[src/pcs_rx_pkg.sv]
package pcs_rx_pkg;

    // Coded block geometry
    localparam int NB_BLOCK   = 66;
    localparam int NB_PAYLOAD = 64;
    localparam int NB_SH      = NB_BLOCK - NB_PAYLOAD;
    localparam int MAX_LANES  = 4;                      // Marker table size

    // Valid sync headers, 00 and 11 are invalid
    localparam logic [NB_SH-1:0] SH_DATA = 2'b01;
    localparam logic [NB_SH-1:0] SH_CTRL = 2'b10;

    localparam logic [7:0] BTYPE_IDLE = 8'h1E;          // All-control block type

    // Idle block, type 0x1E then eight 7-bit idle characters
    localparam logic [NB_BLOCK-1:0] PCS_IDLE = {SH_CTRL, BTYPE_IDLE, 56'h0};

    // Per-lane alignment markers
    // M0 M1 M2 BIP3 M4 M5 M6 BIP7, BIP bytes fixed here
    localparam logic [NB_BLOCK-1:0] AM_TABLE [MAX_LANES] = '{
        {SH_CTRL, 64'hC1_68_21_00_3E_97_DE_FF},         // Lane 0
        {SH_CTRL, 64'h9D_71_8E_00_62_8E_71_FF},         // Lane 1
        {SH_CTRL, 64'h59_4B_E8_00_A6_B4_17_FF},         // Lane 2
        {SH_CTRL, 64'h4D_95_7B_00_B2_6A_84_FF}          // Lane 3
    };

    // One coded block, header on top
    typedef struct packed {
        logic [NB_SH-1:0]      sh;
        logic [NB_PAYLOAD-1:0] payload;
    } pcs_block_t;

    // Block plus marker flag from the detector
    typedef struct packed {
        pcs_block_t block;
        logic       am_tag;
    } pcs_tagged_t;

    // Decoded block kind
    typedef enum logic [1:0] {
        CLASS_DATA = 2'd0,
        CLASS_IDLE = 2'd1,
        CLASS_CTRL = 2'd2,
        CLASS_BAD  = 2'd3
    } block_class_e;

    // Receive decoder states
    typedef enum logic [1:0] {
        RX_INIT = 2'd0,
        RX_C    = 2'd1,                                 // Waiting for control blocks
        RX_D    = 2'd2,                                 // Inside a data run
        RX_E    = 2'd3                                  // Error
    } rx_state_e;

    // Top-level output word
    typedef struct packed {
        pcs_block_t   block;
        block_class_e blk_class;
        logic         error;
    } pcs_rx_out_t;

endpackage
[src/pcs_rx_top.sv]
module pcs_rx_top
#(
    parameter int AM_BLOCK_PERIOD = 16383,
    parameter int N_LANES         = 4,
    parameter int NB_ADDR         = 5
)
(
    input  logic                      i_clock,
    input  logic                      i_arst_n,
    input  logic                      i_valid,
    input  pcs_rx_pkg::pcs_block_t    i_block,
    output logic                      o_valid,
    output pcs_rx_pkg::pcs_rx_out_t   o_out,
    output pcs_rx_pkg::rx_state_e     o_state
);

    import pcs_rx_pkg::*;

    logic        det_valid;
    pcs_tagged_t det_tagged;
    logic        comp_valid;
    pcs_block_t  comp_block;
    logic        fsm_control;                           // Decoder feedback, high in RX_C

    // Marker tagging
    am_detector
    #(
        .N_LANES         (N_LANES)
    )
    u_am_detector
    (
        .i_clock         (i_clock),
        .i_arst_n        (i_arst_n),
        .i_valid         (i_valid),
        .i_block         (i_block),
        .o_valid         (det_valid),
        .o_tagged        (det_tagged)
    );

    // Marker deletion and idle insertion
    clock_comp_rx
    #(
        .AM_BLOCK_PERIOD (AM_BLOCK_PERIOD),
        .N_LANES         (N_LANES),
        .NB_ADDR         (NB_ADDR)
    )
    u_clock_comp_rx
    (
        .i_clock         (i_clock),
        .i_arst_n        (i_arst_n),
        .i_valid         (det_valid),
        .i_tagged        (det_tagged),
        .i_fsm_control   (fsm_control),
        .o_valid         (comp_valid),
        .o_block         (comp_block)
    );

    rx_block_decoder u_rx_block_decoder
    (
        .i_clock         (i_clock),
        .i_arst_n        (i_arst_n),
        .i_valid         (comp_valid),
        .i_block         (comp_block),
        .o_fsm_control   (fsm_control),
        .o_valid         (o_valid),
        .o_out           (o_out),
        .o_state         (o_state)
    );

endmodule

[src/rx_block_decoder.sv]
module rx_block_decoder
(
    input  logic                      i_clock,
    input  logic                      i_arst_n,
    input  logic                      i_valid,
    input  pcs_rx_pkg::pcs_block_t    i_block,
    output logic                      o_fsm_control,
    output logic                      o_valid,
    output pcs_rx_pkg::pcs_rx_out_t   o_out,
    output pcs_rx_pkg::rx_state_e     o_state
);

    import pcs_rx_pkg::*;

    block_class_e blk_class;                            // Kind of the incoming block
    rx_state_e    state;
    rx_state_e    next_state;
    pcs_block_t   block_q;
    block_class_e class_q;
    logic         error_q;
    logic         valid_q;

    // Classify by header, then by block type
    always_comb
    begin
        case (i_block.sh)
            SH_DATA:
            begin
                blk_class = CLASS_DATA;
            end
            SH_CTRL:
            begin
                if (i_block.payload[NB_PAYLOAD-1 -: 8] == BTYPE_IDLE)
                begin
                    blk_class = CLASS_IDLE;
                end
                else
                begin
                    blk_class = CLASS_CTRL;
                end
            end
            default:
            begin
                blk_class = CLASS_BAD;              // 00 or 11 header
            end
        endcase
    end

    // Receive state machine
    always_comb
    begin
        next_state = state;
        if (blk_class == CLASS_BAD)
        begin
            next_state = RX_E;
        end
        else
        begin
            case (state)
                RX_INIT: next_state = (blk_class == CLASS_DATA) ? RX_E : RX_C;
                RX_C:    next_state = (blk_class == CLASS_DATA) ? RX_D : RX_C;
                RX_D:    next_state = (blk_class == CLASS_DATA) ? RX_D : RX_C;
                RX_E:    next_state = (blk_class == CLASS_IDLE) ? RX_C : RX_E;
                default: next_state = RX_INIT;
            endcase
        end
    end

    // State and output control, all moved on strobes
    always_ff @(posedge i_clock or negedge i_arst_n)
    begin
        if (!i_arst_n)
        begin
            state   <= RX_INIT;
            valid_q <= 1'b0;
            class_q <= CLASS_IDLE;
            error_q <= 1'b0;
        end
        else
        begin
            valid_q <= i_valid;
            if (i_valid)
            begin
                state   <= next_state;
                class_q <= blk_class;
                error_q <= (next_state == RX_E);    // Block decoded into error
            end
        end
    end

    // Block itself is payload
    always_ff @(posedge i_clock)
    begin
        if (i_valid)
        begin
            block_q <= i_block;
        end
    end

    assign o_fsm_control   = (state == RX_C);       // Lets the compensator insert idles
    assign o_valid         = valid_q;
    assign o_state         = state;
    assign o_out.block     = block_q;
    assign o_out.blk_class = class_q;
    assign o_out.error     = error_q;

endmodule

[src/clock_comp_rx.sv]
module clock_comp_rx
#(
    parameter int AM_BLOCK_PERIOD = 16383,              // Blocks between markers on one lane
    parameter int N_LANES         = 4,
    parameter int NB_ADDR         = 5
)
(
    input  logic                      i_clock,
    input  logic                      i_arst_n,
    input  logic                      i_valid,
    input  pcs_rx_pkg::pcs_tagged_t   i_tagged,
    input  logic                      i_fsm_control,    // Decoder sits in RX_C
    output logic                      o_valid,
    output pcs_rx_pkg::pcs_block_t    o_block
);

    import pcs_rx_pkg::*;

    localparam int PERIOD_BLOCKS = AM_BLOCK_PERIOD * N_LANES;
    localparam int NB_PERIOD_CNT = $clog2(PERIOD_BLOCKS + 1);
    localparam int NB_IDLE_CNT   = $clog2(N_LANES + 1);

    logic [NB_PERIOD_CNT-1:0] period_counter;
    logic [NB_IDLE_CNT-1:0]   idle_counter;         // Idles inserted this period
    logic                     period_done;
    logic                     idle_insert;
    logic                     fifo_write_enable;
    logic                     fifo_read_enable;
    logic [NB_BLOCK-1:0]      fifo_data;
    logic                     valid_q;

    assign period_done = (period_counter == NB_PERIOD_CNT'(PERIOD_BLOCKS - 1));

    // One idle per deleted marker while the decoder waits for control
    assign idle_insert = i_fsm_control && (idle_counter < NB_IDLE_CNT'(N_LANES));

    assign fifo_write_enable = ~i_tagged.am_tag;        // Markers never enter the FIFO
    assign fifo_read_enable  = ~idle_insert;            // Skipped read yields the idle word

    // Period and idle counters advance on strobes only
    always_ff @(posedge i_clock or negedge i_arst_n)
    begin
        if (!i_arst_n)
        begin
            period_counter <= '0;
            idle_counter   <= '0;
        end
        else if (i_valid)
        begin
            if (period_done)
            begin
                period_counter <= '0;                   // Wrap starts a new idle budget
                idle_counter   <= '0;
            end
            else
            begin
                period_counter <= period_counter + 1'b1;
                if (idle_insert)
                begin
                    idle_counter <= idle_counter + 1'b1;
                end
            end
        end
    end

    // Strobe lines up with the FIFO read register
    always_ff @(posedge i_clock or negedge i_arst_n)
    begin
        if (!i_arst_n)
        begin
            valid_q <= 1'b0;
        end
        else
        begin
            valid_q <= i_valid;
        end
    end

    sync_fifo
    #(
        .NB_DATA            (NB_BLOCK),
        .NB_ADDR            (NB_ADDR),
        .WR_PTR_AFTER_RESET (1)
    )
    u_sync_fifo
    (
        .i_clock            (i_clock),
        .i_arst_n           (i_arst_n),
        .i_enable           (1'b1),
        .i_valid            (i_valid),
        .i_write_enb        (fifo_write_enable),
        .i_read_enb         (fifo_read_enable),
        .i_data             (i_tagged.block),
        .o_empty            (),
        .o_data             (fifo_data)
    );

    assign o_valid = valid_q;
    assign o_block = fifo_data;                         // PCS_IDLE on inserted and empty slots

endmodule

[src/sync_fifo.sv]
module sync_fifo
#(
    parameter int NB_DATA            = 66,
    parameter int NB_ADDR            = 5,
    parameter int WR_PTR_AFTER_RESET = 1                // Preset idle entries ahead of read
)
(
    input  logic               i_clock,
    input  logic               i_arst_n,
    input  logic               i_enable,
    input  logic               i_valid,
    input  logic               i_write_enb,
    input  logic               i_read_enb,
    input  logic [NB_DATA-1:0] i_data,
    output logic               o_empty,
    output logic [NB_DATA-1:0] o_data
);

    import pcs_rx_pkg::*;

    localparam int                 DEPTH     = 2 ** NB_ADDR;
    localparam logic [NB_DATA-1:0] IDLE_WORD = NB_DATA'(PCS_IDLE);

    logic [NB_DATA-1:0] mem [DEPTH];
    logic [NB_ADDR:0]   wr_ptr;                         // Extra top bit tells full from empty
    logic [NB_ADDR:0]   rd_ptr;
    logic [NB_ADDR:0]   preset_left;                    // Preset entries not yet read
    logic [NB_DATA-1:0] data_q;
    logic               step;
    logic               do_write;
    logic               do_read;

    assign step     = i_enable & i_valid;
    assign o_empty  = (wr_ptr == rd_ptr);
    assign do_write = step & i_write_enb;
    assign do_read  = step & i_read_enb & ~o_empty;     // Empty read holds the pointer

    // Storage
    always_ff @(posedge i_clock)
    begin
        if (do_write)
        begin
            mem[wr_ptr[NB_ADDR-1:0]] <= i_data;
        end
    end

    // Pointers, write side starts over the preset slots
    always_ff @(posedge i_clock or negedge i_arst_n)
    begin
        if (!i_arst_n)
        begin
            wr_ptr      <= (NB_ADDR+1)'(WR_PTR_AFTER_RESET);
            rd_ptr      <= '0;
            preset_left <= (NB_ADDR+1)'(WR_PTR_AFTER_RESET);
        end
        else
        begin
            if (do_write)
            begin
                wr_ptr <= wr_ptr + 1'b1;
            end
            if (do_read)
            begin
                rd_ptr <= rd_ptr + 1'b1;
                if (preset_left != '0)
                begin
                    preset_left <= preset_left - 1'b1;
                end
            end
        end
    end

    // Registered read word, idle for preset slots and empty reads
    always_ff @(posedge i_clock)
    begin
        if (step)
        begin
            if (do_read && (preset_left == '0))
            begin
                data_q <= mem[rd_ptr[NB_ADDR-1:0]];
            end
            else
            begin
                data_q <= IDLE_WORD;
            end
        end
    end

    assign o_data = data_q;

endmodule

[src/am_detector.sv]
module am_detector
#(
    parameter int N_LANES = 4                           // Active lanes up to MAX_LANES
)
(
    input  logic                      i_clock,
    input  logic                      i_arst_n,
    input  logic                      i_valid,
    input  pcs_rx_pkg::pcs_block_t    i_block,
    output logic                      o_valid,
    output pcs_rx_pkg::pcs_tagged_t   o_tagged
);

    import pcs_rx_pkg::*;

    logic        am_match;                              // Block equals an active lane marker
    logic        valid_q;
    pcs_tagged_t tagged_q;

    // Compare against the first N_LANES table entries only
    // Table markers carry a control header, so a match implies SH_CTRL
    always_comb
    begin
        am_match = 1'b0;
        for (int lane = 0; lane < MAX_LANES; lane++)
        begin
            if ((lane < N_LANES) && (i_block == AM_TABLE[lane]))
            begin
                am_match = 1'b1;
            end
        end
    end

    // Strobe register
    always_ff @(posedge i_clock or negedge i_arst_n)
    begin
        if (!i_arst_n)
        begin
            valid_q <= 1'b0;
        end
        else
        begin
            valid_q <= i_valid;
        end
    end

    // Block and tag loaded only on a strobe
    always_ff @(posedge i_clock)
    begin
        if (i_valid)
        begin
            tagged_q.block  <= i_block;
            tagged_q.am_tag <= am_match;
        end
    end

    assign o_valid  = valid_q;
    assign o_tagged = tagged_q;

endmodule

[config.mk]
export PLATFORM = sky130hd
export DESIGN_NAME = pcs_rx_top
export DESIGN_NICKNAME = d
export VERILOG_FILES = /design/src/pcs_rx_pkg.sv /design/src/pcs_rx_top.sv /design/src/rx_block_decoder.sv /design/src/clock_comp_rx.sv /design/src/sync_fifo.sv /design/src/am_detector.sv
export SDC_FILE = /design/constraint.sdc
export NUM_CORES = 2
export LEC_CHECK = 0
export BUFFER_PORTS_ARGS = -buffer_cell sky130_fd_sc_hd__buf_2
export CORE_UTILIZATION = 51
export DETAILED_ROUTE_END_ITERATION = 10
export GPL_TIMING_DRIVEN = 0
export PLACE_DENSITY = 0.69
export SLEW_MARGIN = 20
export SYNTH_ARGS = -nofsm -noshare
export SYNTH_HDL_FRONTEND = slang
export SYNTH_SLANG_ARGS = --single-unit
[constraint.sdc]
create_clock -name i_clock -period 7.7 [get_ports i_clock]
set_clock_uncertainty 0.2 [all_clocks]
set_input_delay 0.77 -clock i_clock [delete_from_list [all_inputs] [get_ports i_clock]]
set_output_delay 0.77 -clock i_clock [all_outputs]
set_load 0.05 [all_outputs]
# Word-level counts from Yosys, hierarchy flattened
# Memories as Yosys holds them, arrays and structs flattened. A register that Yosys moved wholly into a read port is not among the register bits.
# Index checks and enable logic that the tools add are counted.
[word_totals]
regBits = 178
output_inout_bits = 72
mem_count = 1
mem_bits_ro = 0
latchBits = 0
mem_bits_rw = 2112
[mem_list]
columns = ["memory", "depth", "word_bits", "read_ports", "rd_ports_with_merged_regs", "wr", "line", "rtl"]
rows = [
  ["u_clock_comp_rx.u_sync_fifo.mem", 32, 66, 1, 1, 1, "sync_fifo.sv:24", "logic [NB_DATA-1:0] mem [DEPTH];"],
]
[classes]
n_addsub = 5
n_lt_le_gt_ge = 1
n_shift = 0
mux = 13
bitwise_logic = 6
n_reduce_logical = 12
n_mul = 0
eq_ne = 15
n_div = 0
[op_table]
columns = ["cell", "n"]
rows = [
  ["66-bit equality test, second input constant", 4],
  ["16-bit by 1-bit adder with 16-bit output, second input constant", 1],
  ["16-bit equality test, second input constant", 1],
  ["16-bit two-way mux", 1],
  ["6-bit by 1-bit adder with 6-bit output, second input constant", 2],
  ["2-bit equality test, second input constant", 5],
  ["2-bit two-way mux", 5],
  ["8-bit by 5-bit equality test with 1-bit output, second input constant", 1],
  ["2-bit by 1-bit equality test with 1-bit output, second input constant", 3],
  ["6-bit equality test", 1],
  ["6-bit zero test", 1],
  ["3-bit two-way mux", 2],
  ["2-bit one-hot mux with 3 select lines", 1],
  ["6-bit nonzero test", 1],
  ["6-bit by 1-bit subtractor with 6-bit output, second input constant", 1],
  ["2-bit zero test", 2],
  ["2-bit one-hot mux with 2 select lines", 1],
  ["2-bit AND reduction", 2],
  ["3-bit by 1-bit adder with 3-bit output, second input constant", 1],
  ["1-bit bitwise AND", 3],
  ["3-bit less-than comparator, second input constant", 1],
  ["1-bit two-way mux", 3],
  ["1-bit inverter", 3],
  ["3-bit OR reduction", 1],
  ["4 further kinds", 5],
]

# Logic depth before layout (Yosys ltp)
[logic_depth]
word_depth = 8
mapped_depth = 9

# Hierarchy
# A second synthesis with hierarchy kept.
[hier_totals]
hier_cells = 4007
hier_area_um2 = 89096.7
[modules_own_cells]
columns = ["mod", "instances", "seq_area_each_um2", "area_each_um2", "cells_each"]
rows = [
  ["sync_fifo", 1, 65855.7, 83207.3, 3683],
  ["am_detector", 1, 2037.0, 2457.4, 121],
  ["rx_block_decoder", 1, 2133.3, 2371.0, 100],
  ["clock_comp_rx", 1, 500.5, 1061.0, 103],
]

# Worst setup path before layout
# No wires, ideal clock.
[synth_timing]
path_kind = "reg2reg"
startpoint = "reg u_am_detector.valid_q (netlist: u_am_detector.o_valid)"
endpoint = "mem u_clock_comp_rx.u_sync_fifo.mem[3][0], enable pin"
required_time_ns = 6.929
arrival_time_ns = 7.406
period_less_slack_ns = 8.177
path_stages_with_launch = 6
slack_ns = -0.477
path_cell_list = "dfrtp_1 -> inv_1 -> nor2_1 -> nand2_1 -> or2_2 -> nor3_1"
[synth_via]
elab_chain_len = 3
[synth_rtl]
columns = ["element", "line", "rtl"]
rows = [
  ["from (decl)", "am_detector.sv:17", "logic valid_q;"],
  ["from (signal assigned)", "am_detector.sv:43", "valid_q <= i_valid;"],
  ["1-bit bitwise AND", "sync_fifo.sv:35", "assign do_write = step & i_write_enb;"],
  ["1-bit two-way mux", "sync_fifo.sv:41", "if (do_write)"],
  ["1-bit two-way mux (implied by the code)", "sync_fifo.sv:43", "mem[wr_ptr[NB_ADDR-1:0]] <= i_data;"],
  ["to (decl)", "sync_fifo.sv:24", ""],
]
# Every way passes these cells.

# Final worst setup path
[layout_timing]
startpoint = "reg u_am_detector.valid_q (netlist: u_am_detector.o_valid)"
endpoint = "mem u_clock_comp_rx.u_sync_fifo.mem[25][6], enable pin"
# Same word-level chain as after synthesis.

==> impl_metrics.ini <==
[run_status]
status = finished clean

[route]
avgRoutedWirePerCell_um = 33.7
wirelength_um = 239000
met3_length_um = 22000
drc = 0
vias_per_cell = 6.36
dr_total_vias = 45200
wl_met2_um = 119000
wl_met1_um = 87700
antenna_left = 0
drt_iter0_drc = 6105
top_layer = met5
dr.pass1.iters = 7

[finish]
syn2layout_area_growth_pct = 16.4
fin_util_pct = 60.0
final_cells = 7110
layout.nets = 4684
layout-drive-gt1-share_pct = 27.2

[timing]
worst_slack_ns = 3.10
hold_violations = 0
tns_ns = 0
period_minus_slack_ns = 4.60
post-route-period-util_pct = 59.7
relSlewSlack_pct = 18.8
fmax_mhz = 217
rsz0062_at_grt = false
setup_viol = 0
drv_slew = 0
tightest_slew_ns = 1.22

[placement]
place_ws_ns = 3.10
place.port_buffers = 140
hpwl_um = 164000
dp_cells = 6642
gp_congestion = 0.850

[pwr]
power.share.combinational_pct = 27.1
powerDensity_mw_per_mm2 = 347
switching_share_pct = 31.2
power_leakage_nw = 33.6
fin_total_pwr_mw = 35.9
peakVddDrop_v = 0.000271
power.net_switching_mw = 11.2
pwr-share-seq_pct = 42.7
pwr-share-clk_pct = 30.3
p_int_mw = 24.7

[cts]
cts_inserted_buffers = 223
clkSinkCount = 2356
clkSlewWorstSetupHoldPaths_ns = 0.06
cts_setup_buffers = 0
root_buffer = clkbuf_16
htreeDepth = 4
cts_tree = done
clock_path_buffers = 3
clk_latency_ns = 0.88

[critical_path]
path_max_fanout = 24
crit_path_end_kind = flop
rr_worst_depth = 10
r2r-end = u_clock_comp_rx.u_sync_fifo.mem[25][6]$_DFFE_PP_
arrival_ns = 4.97
path_class = flop to flop
cp-start-kind = flop
worstPathRequired_ns = 8.07
rrSetupSlack_ns = 3.10
reg2reg_from = u_am_detector.o_valid$_DFF_PN0_

[worst_hold_path]
hold_path_depth = 1
whs_endpoint = u_am_detector.o_tagged[20]$_DFFE_PP_
hold_class = primary input to flop
min_from = i_block[19]

[die]
initial_core_util_pct = 51.6
rows = 152
fp.dieH_um = 420
io_pins = 141
die_w_um = 420
dieArea_sq_mm = 0.176
core-area_sq_mm = 0.172

[synth]
synth_edf_count = 2311
synth_cell_types = 60
netlist_area_sq_mm = 0.0890
async_reset_ff_share_pct = 1.91
postSynthCellCount = 4019
yosysWarnings = 0
synth.area.top_cells = edfxtp_1, mux4_2, mux2i_1
ys_seq_area_share_pct = 79.3
synth.ff_latch_count = 2356
avgSynthCellArea_sq_um = 22.1
synth-main-ff-cell = edfxtp_1
netlist.area_leader.share_pct = 78.0
synth_area_leader_cell = edfxtp_1
synth_fp_nets = 4102

[grt]
antenna_found_initial = 13
grt_pass1_vias = 44700
grt_overflow = 0
grt_pass1_wl_um = 334000
grt_max_degree = 52
track_usage_pct = 27.4

[run]
max_cap_violations = 0
-- worst max-delay path: stages, from the launching register on --
cell     delay (ns)
dfrtp_4        0.71
buf_12         0.27
inv_1          0.20
nor2_1         0.45
nand2_1        0.55
nor3_2         0.71
buf_4          0.28
buf_4          0.21
buf_4          0.22
buf_4          0.22
buf_4          0.21
-- area by class of cell --
type	count	area, sq um
flip-flops and latches	2356	70500
fillers	11900	68900
multi-input cells	1429	17400
clock buffers	272	5800
repair buffers	357	4140
well taps	2310	2890
clock inverters	147	1470
plain buffers	218	1270
inverters	16	60.1
diodes	5	12.5
-- timing repair --
item,CTS,global route
hold buffers,36,0
hold endpoints to repair,77,0
resized for setup,0,0
-- sequential cells by signal (all words and copies together) (netlist names) --
register	flops
u_am_detector.o_tagged	67
u_am_detector.o_valid	1
u_clock_comp_rx.idle_counter	3
u_clock_comp_rx.o_valid	1
u_clock_comp_rx.period_counter	16
u_clock_comp_rx.u_sync_fifo.mem	2112
u_clock_comp_rx.u_sync_fifo.o_data	66
u_clock_comp_rx.u_sync_fifo.preset_left	6
u_clock_comp_rx.u_sync_fifo.rd_ptr	6
u_clock_comp_rx.u_sync_fifo.wr_ptr	6
u_rx_block_decoder.class_q	2
u_rx_block_decoder.error_q	1
u_rx_block_decoder.o_out	66
u_rx_block_decoder.o_state	2
u_rx_block_decoder.o_valid	1
-- power by group through the flow --
stage / clock (mW) / combinational (mW) / sequential (mW)
final: 10.9 / 9.73 / 15.3
after global placement: 0 / 9.38 / 15.7
after CTS: 11.0 / 9.72 / 15.4
after detailed placement: 0 / 9.65 / 15.6
after global routing: 11.4 / 10.1 / 15.4
after floorplan: 0 / 5.90 / 15.7
-- cells in the mapped netlist (all sizes together) (9+ instances only) --
cell type  number
buf           145
a22oi          66
mux2           39
mux2i         175
o221ai         40
o21ai          12
nand2          91
a211oi         94
xnor2          14
a31oi          16
nand3          25
a211o          27
a21oi          32
nand4          12
clkbuf         73
nor3           12
a22o           44
inv            16
nor4           26
nor2           74
o22ai          77
dfrtp          42
mux4          432
nor4bb          9
xor2           15
ha             14
nand3b         10
nor2b          22
edfxtp       2311
-- cells in the final DEF (no fill, tap or decap), types with 21 or more instances in the layout --
| cell | n |
|---|---|
| dfrtp_1 | 40 |
| nor4_1 | 24 |
| clkbuf_16 | 224 |
| buf_8 | 45 |
| clkbuf_1 | 115 |
| mux4_2 | 432 |
| edfxtp_1 | 2311 |
| a22oi_1 | 66 |
| buf_12 | 59 |
| o22ai_1 | 77 |
| mux2_2 | 39 |
| nor2_4 | 21 |
| a211o_1 | 27 |
| nand3_1 | 25 |
| a21oi_1 | 31 |
| mux2i_1 | 175 |
| clkinv_1 | 53 |
| a211oi_1 | 93 |
| nor2_1 | 53 |
| dlygate4sd3_1 | 36 |
| clkinv_2 | 52 |
| buf_4 | 59 |
| o221ai_1 | 40 |
| nand2_1 | 89 |
| buf_2 | 218 |
| buf_6 | 52 |
| buf_16 | 28 |
| nor2b_1 | 22 |
| a22o_1 | 44 |
-- metrics by stage --
| step | cell area (sq um) | hold WS (ns) |
|---|---|---|
| finish | 104000 | 0.0452 |
| global route | 104000 | 0.0127 |
| floorplan | 89000 | 0.200 |
| global placement | 92600 | 0.204 |
| CTS | 103000 | 0.00336 |
| detailed placement | 95800 | 0.205 |
-- metal layers --
metal	up-vias	GRT usage (%)
met1	24000	35.7
met2	2554	45.5
li1	18200	-
met4	2	11.3
met3	496	5.22
met5	-	0
-- how the worst max path moves through the flow --
stage	startpoint	end	cells after the start
CTS	u_am_detector.o_valid$_DFF_PN0_	u_clock_comp_rx.u_sync_fifo.mem[17][3]$_DFFE_PP_	10
global route	u_am_detector.o_valid$_DFF_PN0_	u_clock_comp_rx.u_sync_fifo.mem[17][17]$_DFFE_PP_	10
global placement	u_am_detector.o_valid$_DFF_PN0_	u_clock_comp_rx.u_sync_fifo.mem[9][5]$_DFFE_PP_	4
detailed placement	u_am_detector.o_valid$_DFF_PN0_	u_clock_comp_rx.u_sync_fifo.mem[17][7]$_DFFE_PP_	10
floorplan	u_am_detector.o_valid$_DFF_PN0_	u_clock_comp_rx.u_sync_fifo.mem[17][0]$_DFFE_PP_	4
finish	u_am_detector.o_valid$_DFF_PN0_	u_clock_comp_rx.u_sync_fifo.mem[25][6]$_DFFE_PP_	10
-- cells by family (layout without fill, tap and decap cells) --
logic type	Yosys count	count (layout)	share of synthesized area, %
DFF	2356	2356	79.3
muxes	646	646	13.4
AOI/OAI and AO/OA	419	419	3.45
and+or+nand+nor	321	321	1.89
buffers and inverters	234	1010	1.49
xor gates and xnor gates	29	29	0.286
adders and majority gates	14	14	0.197
other	0	5	0
No activity file was read; power rests on OpenSTA's default activity.
